File: config.mk
export PLATFORM = sky130hd
export DESIGN_NAME = mcpDecode
export DESIGN_NICKNAME = d
export VERILOG_FILES = /design/src/hw/mcpPkg.sv /design/src/hw/branchCond.sv /design/src/hw/mcpDecode.sv /design/src/hw/microClass.sv /design/src/hw/microJump.sv
export SDC_FILE = /design/constraint.sdc
export NUM_CORES = 1
export LEC_CHECK = 0
export BUFFER_PORTS_ARGS = -buffer_cell sky130_fd_sc_hd__buf_2
export CORE_MARGIN = 3
export CORE_UTILIZATION = 36
export CTS_CLUSTER_SIZE = 10
export DETAILED_ROUTE_END_ITERATION = 8
export MAX_ROUTING_LAYER = met4
export PLACE_DENSITY = 0.88
export SYNTH_ARGS = -nofsm -noshare
export SYNTH_HDL_FRONTEND = slang
export SYNTH_SLANG_ARGS = --single-unit
File: constraint.sdc
create_clock -name clk -period 1.97 [get_ports clk]
set_input_delay 0.394 -clock clk [delete_from_list [all_inputs] [get_ports clk]]
set_output_delay 0.394 -clock clk [all_outputs]
set_load 0.01 [all_outputs]
File: src/hw/mcpPkg.sv
package mcpPkg;

   localparam int MirWidth     = 16;        // Microinstruction word
   localparam int MirHighWidth = 8;         // Opcode byte of the microinstruction
   localparam int PswWidth     = 8;         // ALU and status flags
   localparam int DalWidth     = 16;        // PDP-11 instruction word
   localparam int DmiWidth     = 11;        // Number of class lines

   // Upper nibble of a conditional jump opcode, 0x10 to 0x1F
   localparam logic [3:0] JumpClass = 4'h1;

   // PSW bit positions, "NB ZB C4 C8 N Z V C"
   localparam int FlagC  = 0;
   localparam int FlagV  = 1;
   localparam int FlagZ  = 2;
   localparam int FlagN  = 3;
   localparam int FlagC8 = 4;
   localparam int FlagZB = 6;
   localparam int FlagNB = 7;

   // Condition select field of a jump opcode
   localparam logic [2:0] CondZB  = 3'd0;
   localparam logic [2:0] CondC8  = 3'd1;
   localparam logic [2:0] CondIcc = 3'd2;
   localparam logic [2:0] CondNB  = 3'd3;
   localparam logic [2:0] CondZ   = 3'd4;
   localparam logic [2:0] CondC   = 3'd5;
   localparam logic [2:0] CondV   = 3'd6;
   localparam logic [2:0] CondN   = 3'd7;

   // Class line positions on dmi
   localparam int DmiCawi   = 0;
   localparam int DmiCmb    = 1;            // cmb/cmw/cab/caw
   localparam int DmiSrbc   = 2;            // srbc/swrc
   localparam int DmiCad    = 3;
   localparam int DmiNop    = 4;
   localparam int DmiIo     = 5;
   localparam int DmiOutput = 6;
   localparam int DmiIw     = 7;
   localparam int DmiMi     = 8;
   localparam int DmiLgl    = 9;
   localparam int DmiMbMw   = 10;

   // Lines suppressed while the input latch is enabled
   localparam logic [DmiWidth-1:0] DmiInplMask = (DmiWidth'(1) << DmiSrbc)
                                               | (DmiWidth'(1) << DmiIo)
                                               | (DmiWidth'(1) << DmiOutput)
                                               | (DmiWidth'(1) << DmiIw)
                                               | (DmiWidth'(1) << DmiMi)
                                               | (DmiWidth'(1) << DmiLgl);

   // Branch code prefix {dal[15], dal[11:9]}
   localparam logic [3:0] BrCarry     = 4'b1011;   // bcc/bcs
   localparam logic [3:0] BrOverflow  = 4'b1010;   // bvc/bvs
   localparam logic [3:0] BrHigher    = 4'b1001;   // bhi/blos
   localparam logic [3:0] BrPlus      = 4'b1000;   // bpl/bmi
   localparam logic [3:0] BrGreater   = 4'b0011;   // bgt/ble
   localparam logic [3:0] BrGreaterEq = 4'b0010;   // bge/blt
   localparam logic [3:0] BrEqual     = 4'b0001;   // bne/beq
   localparam logic [3:0] BrAlways    = 4'b0000;   // br

   typedef struct packed {
      logic [3:0] opClass;                  // JumpClass for conditional jumps
      logic [2:0] condSel;                  // Flag to test
      logic       sense;                    // Flag value that takes the jump
   } jumpOp_t;

   // Opcode byte, seen either raw by the class decoder or split for jumps
   typedef union packed {
      logic [MirHighWidth-1:0] raw;
      jumpOp_t                 jump;
   } mirHigh_t;

   typedef struct packed {
      logic [MirWidth-1:0] mir;
      logic [PswWidth-1:0] psw;
      logic                icc;             // Indirect condition code
      logic                inpl;            // Input latch enable
      logic [DalWidth-1:0] dal;
   } decodeReq_t;

   typedef struct packed {
      logic                microJump;
      logic                branchTaken;
      logic [DmiWidth-1:0] dmi;
   } decodeRsp_t;

endpackage

File: src/hw/branchCond.sv
module branchCond
   import mcpPkg::*;
(
   input  logic [DalWidth-1:0] dal,         // Instruction word
   input  logic [PswWidth-1:0] psw,
   output logic                taken
);

   logic [4:0] code;                        // {dal[15], dal[11:8]}
   logic       cond;
   logic       nxorv;                       // Signed less than

   assign code  = {dal[DalWidth-1], dal[11:8]};
   assign nxorv = psw[FlagN] ^ psw[FlagV];

   always_comb
   begin
      case (code[4:1])
         BrCarry:
         begin
            cond = psw[FlagC];
         end
         BrOverflow:
         begin
            cond = psw[FlagV];
         end
         BrHigher:
         begin
            cond = psw[FlagZ] | psw[FlagC];
         end
         BrPlus:
         begin
            cond = psw[FlagN];
         end
         BrGreater:
         begin
            cond = psw[FlagZ] | nxorv;
         end
         BrGreaterEq:
         begin
            cond = nxorv;
         end
         BrEqual:
         begin
            cond = psw[FlagZ];
         end
         BrAlways:
         begin
            cond = 1'b1;
         end
         default:
         begin
            cond = 1'b0;                    // Not a branch
         end
      endcase
   end

   // Low code bit selects the sense of the pair
   assign taken = cond ^ ~code[0];

endmodule

File: src/hw/mcpDecode.sv
module mcpDecode
   import mcpPkg::*;
(
   input  logic       clk,
   input  logic       rst,
   input  logic       inValid,
   input  decodeReq_t req,
   output logic       outValid,
   output decodeRsp_t rsp
);

   mirHigh_t            mirHigh;
   logic                jumpHit;
   logic                branchHit;
   logic [DmiWidth-1:0] dmiLines;
   decodeRsp_t          rspNext;            // Combined matrix results

   // Only the opcode byte reaches the matrices
   assign mirHigh = req.mir[MirWidth-1 -: MirHighWidth];

   microJump uJump
   (
      .mirHigh (mirHigh),
      .psw     (req.psw),
      .icc     (req.icc),
      .inpl    (req.inpl),
      .jump    (jumpHit)
   );

   microClass uClass
   (
      .mirHigh (mirHigh),
      .inpl    (req.inpl),
      .dmi     (dmiLines)
   );

   branchCond uBranch
   (
      .dal     (req.dal),
      .psw     (req.psw),
      .taken   (branchHit)
   );

   always_comb
   begin
      rspNext             = '0;
      rspNext.microJump   = jumpHit;
      rspNext.branchTaken = branchHit;
      rspNext.dmi         = dmiLines;
   end

   // One cycle latency, a new item every cycle
   always_ff @(posedge clk)
   begin
      if (rst)
      begin
         outValid <= 1'b0;
         rsp      <= '0;
      end
      else
      begin
         outValid <= inValid;
         rsp      <= rspNext;                // Loaded every cycle, qualified by outValid
      end
   end

endmodule

File: src/hw/microClass.sv
module microClass
   import mcpPkg::*;
(
   input  mirHigh_t            mirHigh,     // Opcode byte
   input  logic                inpl,
   output logic [DmiWidth-1:0] dmi
);

   logic [MirHighWidth-1:0] op;
   logic [DmiWidth-1:0]     pl;             // Raw pattern hits
   logic [DmiWidth-1:0]     inplKill;

   assign op = mirHigh.raw;

   // Wildcard compare, ? bits are don't care
   always_comb
   begin
      pl = '0;
      pl[DmiCawi]   = (op ==? 8'b1010111?);
      pl[DmiCmb]    = (op ==? 8'b10?001??);  // cmb/cmw/cab/caw
      pl[DmiSrbc]   = (op ==? 8'b110110??);  // srbc/swrc
      pl[DmiCad]    = (op ==? 8'b10101100);
      pl[DmiNop]    = (op ==? 8'b11111111);
      pl[DmiIo]     = (op ==? 8'b1111????);  // Whole I/O group
      pl[DmiOutput] = (op ==? 8'b?11111??);
      pl[DmiIw]     = (op ==? 8'b1110001?);
      pl[DmiMi]     = (op ==? 8'b111011??);
      pl[DmiLgl]    = (op ==? 8'b01110101);
      pl[DmiMbMw]   = (op ==? 8'b10??????);  // Overlaps cawi, cad and cmb
   end

   // Overlapping lines are intentional, several can be high at once
   assign inplKill = {DmiWidth{inpl}} & DmiInplMask;

   assign dmi = pl & ~inplKill;

endmodule

File: src/hw/microJump.sv
module microJump
   import mcpPkg::*;
(
   input  mirHigh_t            mirHigh,     // Opcode byte
   input  logic [PswWidth-1:0] psw,
   input  logic                icc,
   input  logic                inpl,
   output logic                jump
);

   jumpOp_t op;
   logic    flagSel;                        // Flag picked by condSel
   logic    isJump;

   assign op = mirHigh.jump;

   // Flag order follows the opcode pairs 0x10/0x11 through 0x1E/0x1F
   always_comb
   begin
      case (op.condSel)
         CondZB:
         begin
            flagSel = psw[FlagZB];
         end
         CondC8:
         begin
            flagSel = psw[FlagC8];
         end
         CondIcc:
         begin
            flagSel = icc;                  // Not part of the PSW
         end
         CondNB:
         begin
            flagSel = psw[FlagNB];
         end
         CondZ:
         begin
            flagSel = psw[FlagZ];
         end
         CondC:
         begin
            flagSel = psw[FlagC];
         end
         CondV:
         begin
            flagSel = psw[FlagV];
         end
         default:
         begin
            flagSel = psw[FlagN];           // CondN
         end
      endcase
   end

   assign isJump = (op.opClass == JumpClass);

   // Even opcodes jump on a clear flag, odd ones on a set flag
   assign jump = ~inpl & isJump & (flagSel == op.sense);

endmodule

# [Word-level counts from Yosys, hierarchy flattened]
# Cells that the tools add are included.
[totals] n_memories=0 in_bits=45 reg_bits=14 romBits=0 ramBits=0 elab_cells=44 latch_bits=0
[op_classes] magnitude_cmp=0 multipliers=0 n_mux=2 n_div=0 bitwise_logic=10 n_reduce_logical=2 eq_ne=26 n_shift=0 addsub=0
[ops] op="$eq A4 B4 Y1 const B" count=5
[ops] op="$eq A8 B8 Y1 const B" count=2
[ops] op="$eq A7 B7 Y1 const B" count=2
[ops] op="$eq A6 B6 Y1 const B" count=2
[ops] op="$and A11 B11 Y11" count=1
[ops] op="$not A10 Y11" count=1
[ops] op="$eq A5 B5 Y1 const B" count=2
[ops] op="$eq A3 B3 Y1 const B" count=3
[ops] op="$eq A4 B1 Y1 const B" count=2
[ops] op="$eq A4 B2 Y1 const B" count=2
[ops] op="$eq A8 B7 Y1 const B" count=1
[ops] op="$pmux W1 S8" count=1
[ops] op="$pmux W1 S7" count=1
[ops] op="$eq A3 B2 Y1 const B" count=2
[ops] op="$logic_not A4 Y1" count=1
[ops] op="$eq A3 B1 Y1 const B" count=1
[ops] op="$logic_not A3 Y1" count=1
[ops] op="$and A1 B1 Y1" count=2
[ops] op="$eq A2 B2 Y1 const B" count=1
[ops] op="$not A1 Y1" count=2
[ops] op="$or A1 B1 Y1" count=2
[ops] op="$xor A1 B1 Y1" count=2
[ops] op="$eq A1 B1 Y1" count=1

# [Longest topological paths before layout]
# Gate-level depths: netlist (run 1).
[logic_depth] depth_word=4 depth_mapped=5

# [Hierarchy]
# A second synthesis (run 1) with hierarchy kept.
[hier_totals] hier_cells=69 hier_area_um2=739.5
[modules_own_cells] mod="mcpDecode" cells_each=29 area_each_um2=407.9 instances=1
[modules_own_cells] mod="microClass" cells_each=20 area_each_um2=151.4 instances=1
[modules_own_cells] mod="microJump" cells_each=10 area_each_um2=101.3 instances=1
[modules_own_cells] mod="branchCond" cells_each=10 area_each_um2=78.8 instances=1

# [Worst setup path before layout (run 1)]
# No wires, ideal clock.
[synth_timing] path_kind="input -> register" start="input req[35] in the netlist's numbering" end="register rsp[12] in the netlist's numbering" n_path_buf=1 required_ns=1.842 setup_time_ns=0.128 cell_stages=5 t_arrival_ns=1.356 slack_ns=0.486 path_cell_list="buf_4 > or4b_1 > o311ai_1 > o32ai_1 > mux2i_1"
[synth_via] elab_chain_cells=4
[synth_lines] element="start: declaration" line_no="mcpDecode.sv:7" text="input decodeReq_t req,"
[synth_lines] element="$eq A3 B3 Y1, or another cell as far along" line_no="microJump.sv:20" text="case (op.condSel)"
[synth_lines] element="$pmux W1 S7 (*)" line_no="microJump.sv:20"
[synth_lines] element="$eq A1 B1 Y1 (*)" line_no="microJump.sv:59" text="assign jump = ~inpl & isJump & (flagSel == op.sense);"
[synth_lines] element="$and A1 B1 Y1 (*)" line_no="microJump.sv:59"
[synth_lines] element="end signal: assignment" line_no="mcpDecode.sv:63" text="rsp <= rspNext;"
[synth_lines] element="end: declaration" line_no="mcpDecode.sv:9" text="output decodeRsp_t rsp"
# Mark *: on every way between the ends. The rest lies on a longest branch, timed or not.
# A chain may end at the register's enable or synchronous reset.

# [Final worst setup path (run 1)]
[layout_timing] start="input req[36] in the netlist's numbering" end="register rsp[12] in the netlist's numbering"
# Same word-level chain as after synthesis.

==> results of run 1 <==
-- area by class of cell --
class | instances | area (um^2) | area share, %
Multi-Input combinational cell | 53 | 343 | 39.1
Sequential cell | 14 | 280 | 32.0
Timing Repair Buffer | 38 | 190 | 21.7
Tap cell | 24 | 30.0 | 3.42
Clock buffer | 3 | 22.5 | 2.57
Inverter | 3 | 11.3 | 1.28
-- path summary, 6_finish.rpt --
path	slack (ns)	endpoint
min	0.32	rsp[3]
max	0.65	rsp[12]
-- per-layer routing --
metal / vias up / track usage, % / part of all wire (%)
met4: 0 / 10.9 / 1.8
met1: 305 / 13.9 / 43
met3: 4 / 5.21 / 10
li1: 345 / - / -
met5: - / - / 0
met2: 38 / 21.7 / 45
-- where the power goes --
part	switching [W]	internal [W]
clock network	0.0000784	0.0000708
logic	0.0000483	0.0000421
registers	0.000000889	0.000288
total	0.000128	0.000401
-- registers in the layout (all words and copies together), names as in the netlist --
name	cells
outValid	1
rsp	13
-- critical path: cells and delay by family --
family / cells / cell delay (ns)
and+or+nand+nor: 1 / 0.53
muxes: 1 / 0.14
buffers and inverters: 1 / 0.16
AOI/OAI and AO/OA: 2 / 0.25
-- cells by family (layout without fill, tap and decap cells) --
family	after synthesis	in the layout	synth area share [%]
and+or+nand+nor	39	39	35.6
xor gates and xnor gates	1	1	1.33
DFF	14	14	42.6
muxes	3	3	4.56
AOI/OAI and AO/OA	10	10	10.6
buffers and inverters	6	44	5.32
-- synthesized netlist by cell type (3+ instances only) --
cell      instances
nor2_1            6
nor4_1            4
nand2_1           5
mux2i_1           3
nand2b_1          4
dfxtp_1          14
inv_1             3
-- metrics by stage --
step	total power, W	setup WS [ns]	utilization, %	area (um^2)
floorplan	0.000343	0.486	-	658
global route	0.000567	0.655	54.4	877
finish	0.000528	0.650	54.4	877
CTS	0.000533	0.655	54.4	877
detailed placement	0.000385	0.369	53.0	855
global placement	0.000381	0.387	53.0	855
==> summary.md, run 1 <==
| Metric | Value |
|---|---|
| Maximum VDD drop | 0.000217 V |
| Synth Net Count | 118 |
| Hold WC Path Type | primary input to register |
| # nets final | 158 |
| Prevailing post-synth register cell | dfxtp_1 |
| RSZ-0062 raised after global routing | no |
| CP Launch Type | primary input |
| Setup TNS | 0 ns |
| Largest net degree at the start of global routing | 12 |
| Root Buffer | clkbuf_4 |
| Dpl cells | 132 |
| Outcome | finished clean |
| Hold WS | 0.323 ns |
| GR Overflow Total | 0 |
| Period utilization | 67.0% |
| Vias post-DR | 692 |
| Max Clk Rate | 758 MHz |
| Worst EP arrival | 1.47 ns |
| Crit path max fanout | 10 |
| Yosys warnings | 0 |
| Hold Path Cell Cnt | 2 |
| Slew at the pin closest to its max-slew limit | 0.346 ns |
| Share of cells above drive strength 1 | 36.9% |
| DIE AREA | 2380 um^2 |
| Final setup fails | 0 |
| Vias per cell | 5.13 |
| Port Buffer Count | 38 |
| Post-DR wirelength/cell | 11.4 um |
| Post-Synthesis Cells | 73 |
| Area Overhead vs Synth | 33.3% |
| Routed Antenna Nets | 0 |
| Chip width | 48.8 um |
| Setup bufs post-CTS | 0 |
| CP required | 2.12 ns |
| Yosys top cell by area | dfxtp_1 |
| Chip height | 48.8 um |
| Pwr Density | 602 nW/um^2 |
| Post-synth cell types | 34 |
| Total GRT Usage | 13.9% |
| Max stage delay on crit path | 0.53 ns |
| Register area share after synthesis | 42.6% |
| Post-route minimum period | 1.32 ns |
| # diodes | 0 |
| Initial Util | 40.8% |
| CTS resizes | 0 |
| Top cell type's share of synthesized area | 42.6% |
| I/O pin total | 59 |
| Initial antenna violation count | 0 |
| Filler Cell Count | 160 |
| Synthesized flop and latch total | 14 |
| Pleak | 0.411 nW |
| CP max stage cell | or4b_1 |
| Clock tree sinks | 14 |
| FP Rows | 14 |
| Max_cap viols | 0 |
| Synthesized cell area | 658 um^2 |
| FFs w/ async S/R, synth | 0% |
| Most frequent cells in the layout | buf_2 (38), dfxtp_1 (14), nor2_1 (6), nand2_1 (5) |
| CTS tree | yes |
| Detailed placement HPWL | 1250 um |
| CTS Buf Count | 3 |
| H-tree levels | 1 |
| Most common cell after layout, fill and taps aside | buf_2 |
| Worst rel slew slack | 76.9% |
| Wire length of the first global-routing pass | 2500 um |
| Worst Min Path Start | req[34] |
| CP Capture Type | register |
| Floorplan core area | 1610 um^2 |
| Routability cong. | 0.999 |
| Finished Layout Cells | 135 |
| DRT iter0 DRCs | 6 |
| CTS max path bufs | 2 |
| Post-route DRC | 0 |
| CP Launch Point | req[36] |
| Clock transition at path regs | 0.07 ns |
| Dominant cells by area after synthesis | dfxtp_1 (43%), mux2i_1 (4.6%), nand2b_1 (3.8%), nor4_1 (3.8%), nor2_1 (3.4%) |
| Vias in the first global route | 633 |
| Worst path cell trace | buf_2 -> or4b_1 -> o311ai_1 -> o32ai_1 -> mux2i_1 |
| Pre-antenna DRT Iters | 4 |
| EDFF count, synth | 0 |
| Post-Syn Area per Cell | 9.02 um^2 |
| CP Class | primary input to register |
| Hold-fix buffer count after cts | 0 |
| Final Hold Viols | 0 |
| Slew Viols, Final | 0 |
| Detailed-route wire length | 1540 um |
No activity file was read; power rests on OpenSTA's default activity.
==> inputs of run 2 (changes only) <==
- CORE_UTILIZATION: 36 -> 32
- PLACE_DENSITY: 0.88 -> 0.83
- clock period: 1.97 -> 1.2 ns (I/O delays scaled with it)
==> summary.md, run 2 (synthesized netlist as in run 1, its figures left out) <==
| Metric | Value |
|---|---|
| Internal Power | 0.000682 W (+70%) |
| CTS max path bufs | 2 (unchanged) |
| Routed met2 length | 685 um (-0.87%) |
| # diodes | 0 (unchanged) |
| # nets final | 171 (+8.2%) |
| GR Overflow Total | 0 (unchanged) |
| Final instance area | 976 um^2 (+11%) |
| Met1 wire length | 699 um (+5.6%) |
| Routability cong. | 0.990 (-0.81%) |
| CP Capture Type | register |
| Setup bufs post-CTS | 0 (unchanged) |
| Vias per cell | 4.91 (-4.2%) |
| Post-layout util | 53.1% (-1.4 points) |
| Period utilization | 90.1% |
| Clock share of power | 27.2% (-1.0 points) |
| Wire length of the first global-routing pass | 2600 um (+4.2%) |
| Slew Viols, Final | 0 (unchanged) |
| Biggest register | rsp |
| Hold WC Path Type | primary input to register |
| Post-route minimum period | 1.08 ns |
| Initial antenna violation count | 0 (unchanged) |
| CTS tree | yes |
| Routed Antenna Nets | 0 (unchanged) |
| CP required | 1.35 ns (-0.77 ns) |
| Chip width | 51.4 um (+5.3%) |
| Pre-antenna DRT Iters | 4 (unchanged) |
| Slew at the pin closest to its max-slew limit | 0.326 ns (-0.0203 ns) |
| Vias in the first global route | 659 (+4.1%) |
| Placed cell area | 953 um^2 (+12%) |
| Worst EP arrival | 1.24 ns (-0.23 ns) |
| Initial Util | 35.8% (-5.1 points) |
| Final Hold Viols | 0 (unchanged) |
| Post-DR wirelength/cell | 10.7 um (-6.6%) |
| Max Clk Rate | 924 MHz |
| CP max stage cell | or4b_1 |
| Worst rel slew slack | 78.2% (+1.4 points) |
| Post-route DRC | 0 (unchanged) |
| Root Buffer | clkbuf_4 |
| Chip height | 51.4 um (+5.3%) |
| Clock tree sinks | 14 (unchanged) |
| Top Registers | rsp: 13 flops, outValid: 1 flops |
| Max stage delay on crit path | 0.52 ns (about the same) |
| Pwr Density | 917 nW/um^2 (+52%) |
| Critical path depth | 5 (unchanged) |
| Crit path max fanout | 2 (-8) |
| CTS resizes | 0 (unchanged) |
| FP Rows | 15 (+1) |
| Pleak | 0.472 nW (+15%) |
| Worst path cell trace | buf_2 -> or4b_1 -> o311ai_1 -> o32ai_1 -> mux2i_1 |
| Hold-fix buffer count after cts | 0 (unchanged) |
| Detailed placement HPWL | 1360 um (+9.1%) |
| Port Buffer Count | 38 (unchanged) |
| Max_cap viols | 0 (unchanged) |
| CP Class | primary input to register |
| Hold WS | 0.170 ns (-0.152 ns) |
| DIE AREA | 2640 um^2 (+11%) |
| Area Overhead vs Synth | 48.3% |
| Clock transition at path regs | 0.07 ns (about the same) |
| Hold Path Cell Cnt | 2 (unchanged) |
| Reg power frac | 53.0% (-1.7 points) |
| Top Family by Delay on Critical Path | simple AND/OR/NAND/NOR gates |
| Met3 WL | 183 um (+16%) |
| Most frequent cells in the layout | buf_2 (38), dfxtp_1 (14), buf_4 (13), nor2_1 (6), nand2_1 (5) |
| CP Launch Type | primary input |
| Highest routed layer | met4 |
| DRT iter0 DRCs | 8 (+2) |
| Sw Share | 23.8% (-0.39 points) |
| Total GRT Usage | 13.2% (-0.72 points) |
| Combinational share of power | 19.7% (+2.6 points) |
| Largest register FFs | 13 (unchanged) |
| Vias post-DR | 732 (+5.8%) |
| Most common cell after layout, fill and taps aside | buf_2 |
| H-tree levels | 1 (unchanged) |
| Largest net degree at the start of global routing | 11 (-1) |
| Floorplan core area | 1840 um^2 (+14%) |
| RSZ-0062 raised after global routing | no |
| Final setup fails | 0 (unchanged) |
| Maximum VDD drop | 0.000416 V (+92%) |
| Share of cells above drive strength 1 | 43.5% (+6.6 points) |
| NetSw | 0.000212 W (+67%) |
| Outcome | finished clean |
| CTS Buf Count | 3 (unchanged) |
| I/O pin total | 59 (unchanged) |
| Crit path buf inv count | 1 (unchanged) |
| Detailed-route wire length | 1590 um (+3.1%) |
## run 2: per-stage QoR
step                      total power (W)  setup WS, ns  instances  TNS (ns)
after floorplan                  0.000564       -0.0962         73   -0.0962
after global placement           0.000655        -0.158        146    -0.451
after detailed placement         0.000662        -0.171        146    -0.425
after CTS                        0.000903         0.107        149         0
after global routing             0.000947        0.0650        149         0
final                            0.000895         0.118        149         0
## run 2: final cells by class
class | instances | area, um^2
sequential | 14 | 280
multi-input combinational | 53 | 343
fill | 200 | 863
timing repair buffer | 51 | 288
inverter | 3 | 11.3
tap | 25 | 31.3
clock buffer | 3 | 22.5
## run 2: power groups by stage
stage | Combinational [W] | Sequential [W] | Clock [W]
2_1_floorplan | 0.0000741 | 0.000490 | 0
3_3_place_gp | 0.000170 | 0.000485 | 0
3_5_place_dp | 0.000176 | 0.000486 | 0
4_1_cts | 0.000177 | 0.000475 | 0.000251
5_1_grt | 0.000196 | 0.000475 | 0.000276
6_report | 0.000177 | 0.000474 | 0.000244
## run 2: worst paths after layout
path	start	to	slack, ns
max	req[36]	rsp[12]	0.12
min	req[34]	rsp[3]	0.17
## run 2: layer usage
metal | track usage (%) | vias up
li1 | - | 371
met4 | 6.99 | 0
met1 | 16.1 | 317
met3 | 1.75 | 2
met2 | 21.0 | 42
met5 | - | -
==> inputs of run 3 (changes only) <==
- CORE_ASPECT_RATIO: unset -> 0.6
- CORE_UTILIZATION: 32 -> 34
- PLACE_DENSITY: 0.83 -> 0.84
- RECOVER_POWER: unset -> 100
- SYNTH_HIERARCHICAL: unset -> 1
==> summary.md, run 3 <==
| Metric | Value |
|---|---|
| Final Hold Viols | 0 (unchanged) |
| Share of cells above drive strength 1 | 44.1% (+0.52 points) |
| CP Class | primary input to register |
| Crit path max fanout | 5 (+3) |
| Total GRT Usage | 15.3% (+2.1 points) |
| Top Registers | rsp: 13 flops, outValid: 1 flops |
| Setup bufs post-CTS | 0 (unchanged) |
| Root Buffer | clkbuf_4 |
| Outcome | finished with violations |
| Register area share after synthesis | 37.9% (-4.7 points) |
| Most common cell after layout, fill and taps aside | buf_2 |
| Count leader, synth | dfxtp_1 |
| RSZ-0062 raised after global routing | yes |
| Floorplan core area | 1950 um^2 (+6.1%) |
| Pre-antenna DRT Iters | 4 (unchanged) |
| Worst EP arrival | 1.42 ns (+0.18 ns) |
| Initial Util | 37.9% (+2.1 points) |
| Finished Layout Cells | 146 (-2.0%) |
| Slew Viols, Final | 0 (unchanged) |
| Period utilization | 104% (+14 points) |
| Post-route DRC | 0 (unchanged) |
| Routability cong. | 0.796 (-20%) |
| Area Overhead vs Synth | 40.9% |
| Worst Min Path Start | inValid |
| Chip width | 66.2 um (+29%) |
| FP Rows | 12 (-3) |
| Clock tree sinks | 14 (unchanged) |
| Post-Syn Area per Cell | 10.7 um^2 (+19%) |
| CTS max path bufs | 2 (unchanged) |
| Synth Net Count | 114 (-3.4%) |
| Yosys top cell by area | dfxtp_1 |
| Post-synth cell types | 30 (-12%) |
| Biggest register | rsp |
| Hold WC Path Type | primary input to register |
| DRT iter0 DRCs | 26 (+18) |
| Chip height | 42.1 um (-18%) |
| CP Launch Type | primary input |
| Pleak | 0.441 nW (-6.7%) |
| Dominant cells by area after synthesis | dfxtp_1 (38%), nor2b_2 (12%), mux2i_1 (5.4%), nor2b_1 (4.2%), and2b_1 (3.0%) |
| Final setup fails | 1 (+1) |
| Synthesized flop and latch total | 14 (unchanged) |
| Port Buffer Count | 38 (unchanged) |
| Post-layout util | 53.4% (+0.34 points) |
| Post-route minimum period | 1.25 ns (+0.169 ns) |
| Hold EP | outValid |
| Max Clk Rate | 800 MHz (-14%) |
| Max_cap viols | 0 (unchanged) |
| Pwr Density | 957 nW/um^2 (+4.5%) |
| FFs w/ async S/R, synth | 0% (unchanged) |
| Top cell type's share of synthesized area | 37.9% (-4.7 points) |
| Initial antenna violation count | 0 (unchanged) |
| # nets final | 164 (-4.1%) |
| Wire length of the first global-routing pass | 3080 um (+19%) |
| Detailed placement HPWL | 1570 um (+15%) |
| Worst rel slew slack | 76.8% (-1.4 points) |
| H-tree levels | 1 (unchanged) |
| CP required | 1.37 ns (+0.02 ns) |
| Routed Antenna Nets | 0 (unchanged) |
| EDFF count, synth | 0 (unchanged) |
| Clock transition at path regs | 0.08 ns (about the same) |
| Hold WS | 0.165 ns (-0.00561 ns) |
| Largest register FFs | 13 (unchanged) |
| Prevailing post-synth register cell | dfxtp_1 |
| Filler Cell Count | 191 (-4.5%) |
| # diodes | 0 (unchanged) |
| CP Capture Type | register |
| Yosys warnings | 6 (+6) |
| Maximum VDD drop | 0.000502 V (+21%) |
| Vias post-DR | 699 (-4.5%) |
| Largest net degree at the start of global routing | 14 (+3) |
| Most frequent cells in the layout | buf_2 (22), clkbuf_1 (16), dfxtp_1 (14), nor2b_2 (9), buf_4 (8) |
| Slew at the pin closest to its max-slew limit | 0.347 ns (+0.0218 ns) |
| CTS Buf Count | 3 (unchanged) |
| Failing checks | negative setup slack |
| Vias per cell | 4.79 (-2.5%) |
| Synth cell count leaders | dfxtp_1 (14), nor2b_2 (10), nor2_1 (5), nor2b_1 (5), mux2i_1 (4) |
| Hold Path Cell Cnt | 2 (unchanged) |
| GR Overflow Total | 0 (unchanged) |
| CTS tree | yes |
| I/O pin total | 59 (unchanged) |
| DIE AREA | 2790 um^2 (+5.8%) |
| Post-Synthesis Cells | 69 (-5.5%) |
| Setup slack after layout | -0.0507 ns (-0.169 ns) |
| Dpl cells | 142 (-2.7%) |
| Detailed-route wire length | 2020 um (+27%) |
| Post-DR wirelength/cell | 13.9 um (+30%) |
| Vias in the first global route | 645 (-2.1%) |
| Synthesized cell area | 739 um^2 (+12%) |
run 3: changes by cell type after synthesis, sizes merged, moves of 3 or more:
cell and change:
and2b +3, nor4 -3, inv -3, nand2 -4
nand2b -4, nor2b +14
run 3: worst max path at each step:
stage / from / endpoint / slack (ns) / cells after the start
final: req[36] / rsp[12] / -0.05 / 5
after global routing: req[36] / rsp[12] / -0.02 / 5
after CTS: req[36] / rsp[12] / -0.03 / 5
after detailed placement: req[36] / rsp[12] / -0.37 / 5
after global placement: req[36] / rsp[12] / -0.32 / 5
after floorplan: req[36] / rsp[12] / -0.26 / 5
run 3: per-layer routing:
| layer | up-vias | share of wire [%] | global-route usage [%] |
|---|---|---|---|
| met4 | 0 | 1.4 | 5.26 |
| met1 | 314 | 46 | 17.7 |
| met2 | 31 | 45 | 22.9 |
| met3 | 4 | 7.7 | 7.51 |
| met5 | - | 0 | - |
| li1 | 350 | - | - |
run 3: worst max-delay path, cell delays in order:
cell and delay, ns:
buf_8 0.11, mux2i_1 0.12, mux4_2 0.51, mux2_4 0.32
nor2b_1 0.12
run 3: power breakdown:
group | internal, W | leakage, nW | total [W] | switching, W
clock | 0.000185 | 0.0210 | 0.000338 | 0.000153
sequential | 0.000472 | 0.114 | 0.000474 | 0.00000198
combinational | 0.0000982 | 0.306 | 0.000186 | 0.0000878
run 3: final cells by class:
type,count,area (um^2),share of cell area [%]
timing repair buffer,47,245,23.5
multi-input combinational,53,445,42.7
tap,28,35.0,3.36
sequential,14,280,26.9
clock buffer,4,36.3,3.48
run 3: logic make-up after synthesis:
| group | after synthesis | share of synthesized area [%] |
|---|---|---|
| mux | 6 | 9.98 |
| flops | 14 | 37.9 |
| xor+xnor | 2 | 2.37 |
| buf+inv | 2 | 2.20 |
| compound gates | 3 | 4.57 |
| simple gates | 42 | 43.0 |
run 3: metrics by stage:
stage / worst slack [ns] / total power (W) / instance area [um^2] / setup TNS, ns
after CTS: -0.0313 / 0.00102 / 1080 / -0.0313
after floorplan: -0.261 / 0.000569 / 748 / -0.261
after global routing: -0.0210 / 0.00105 / 1040 / -0.0210
final: -0.0507 / 0.000998 / 1040 / -0.0507
after global placement: -0.321 / 0.000659 / 1020 / -0.481
after detailed placement: -0.371 / 0.000667 / 1020 / -0.559
run 3: timing repair:
action,4_1_cts,5_1_grt
hold buffers,0,0
endpoints found under the setup margin,1,1
resized for setup,7,0
pin swaps,1,0
endpoints found under the hold margin,0,0
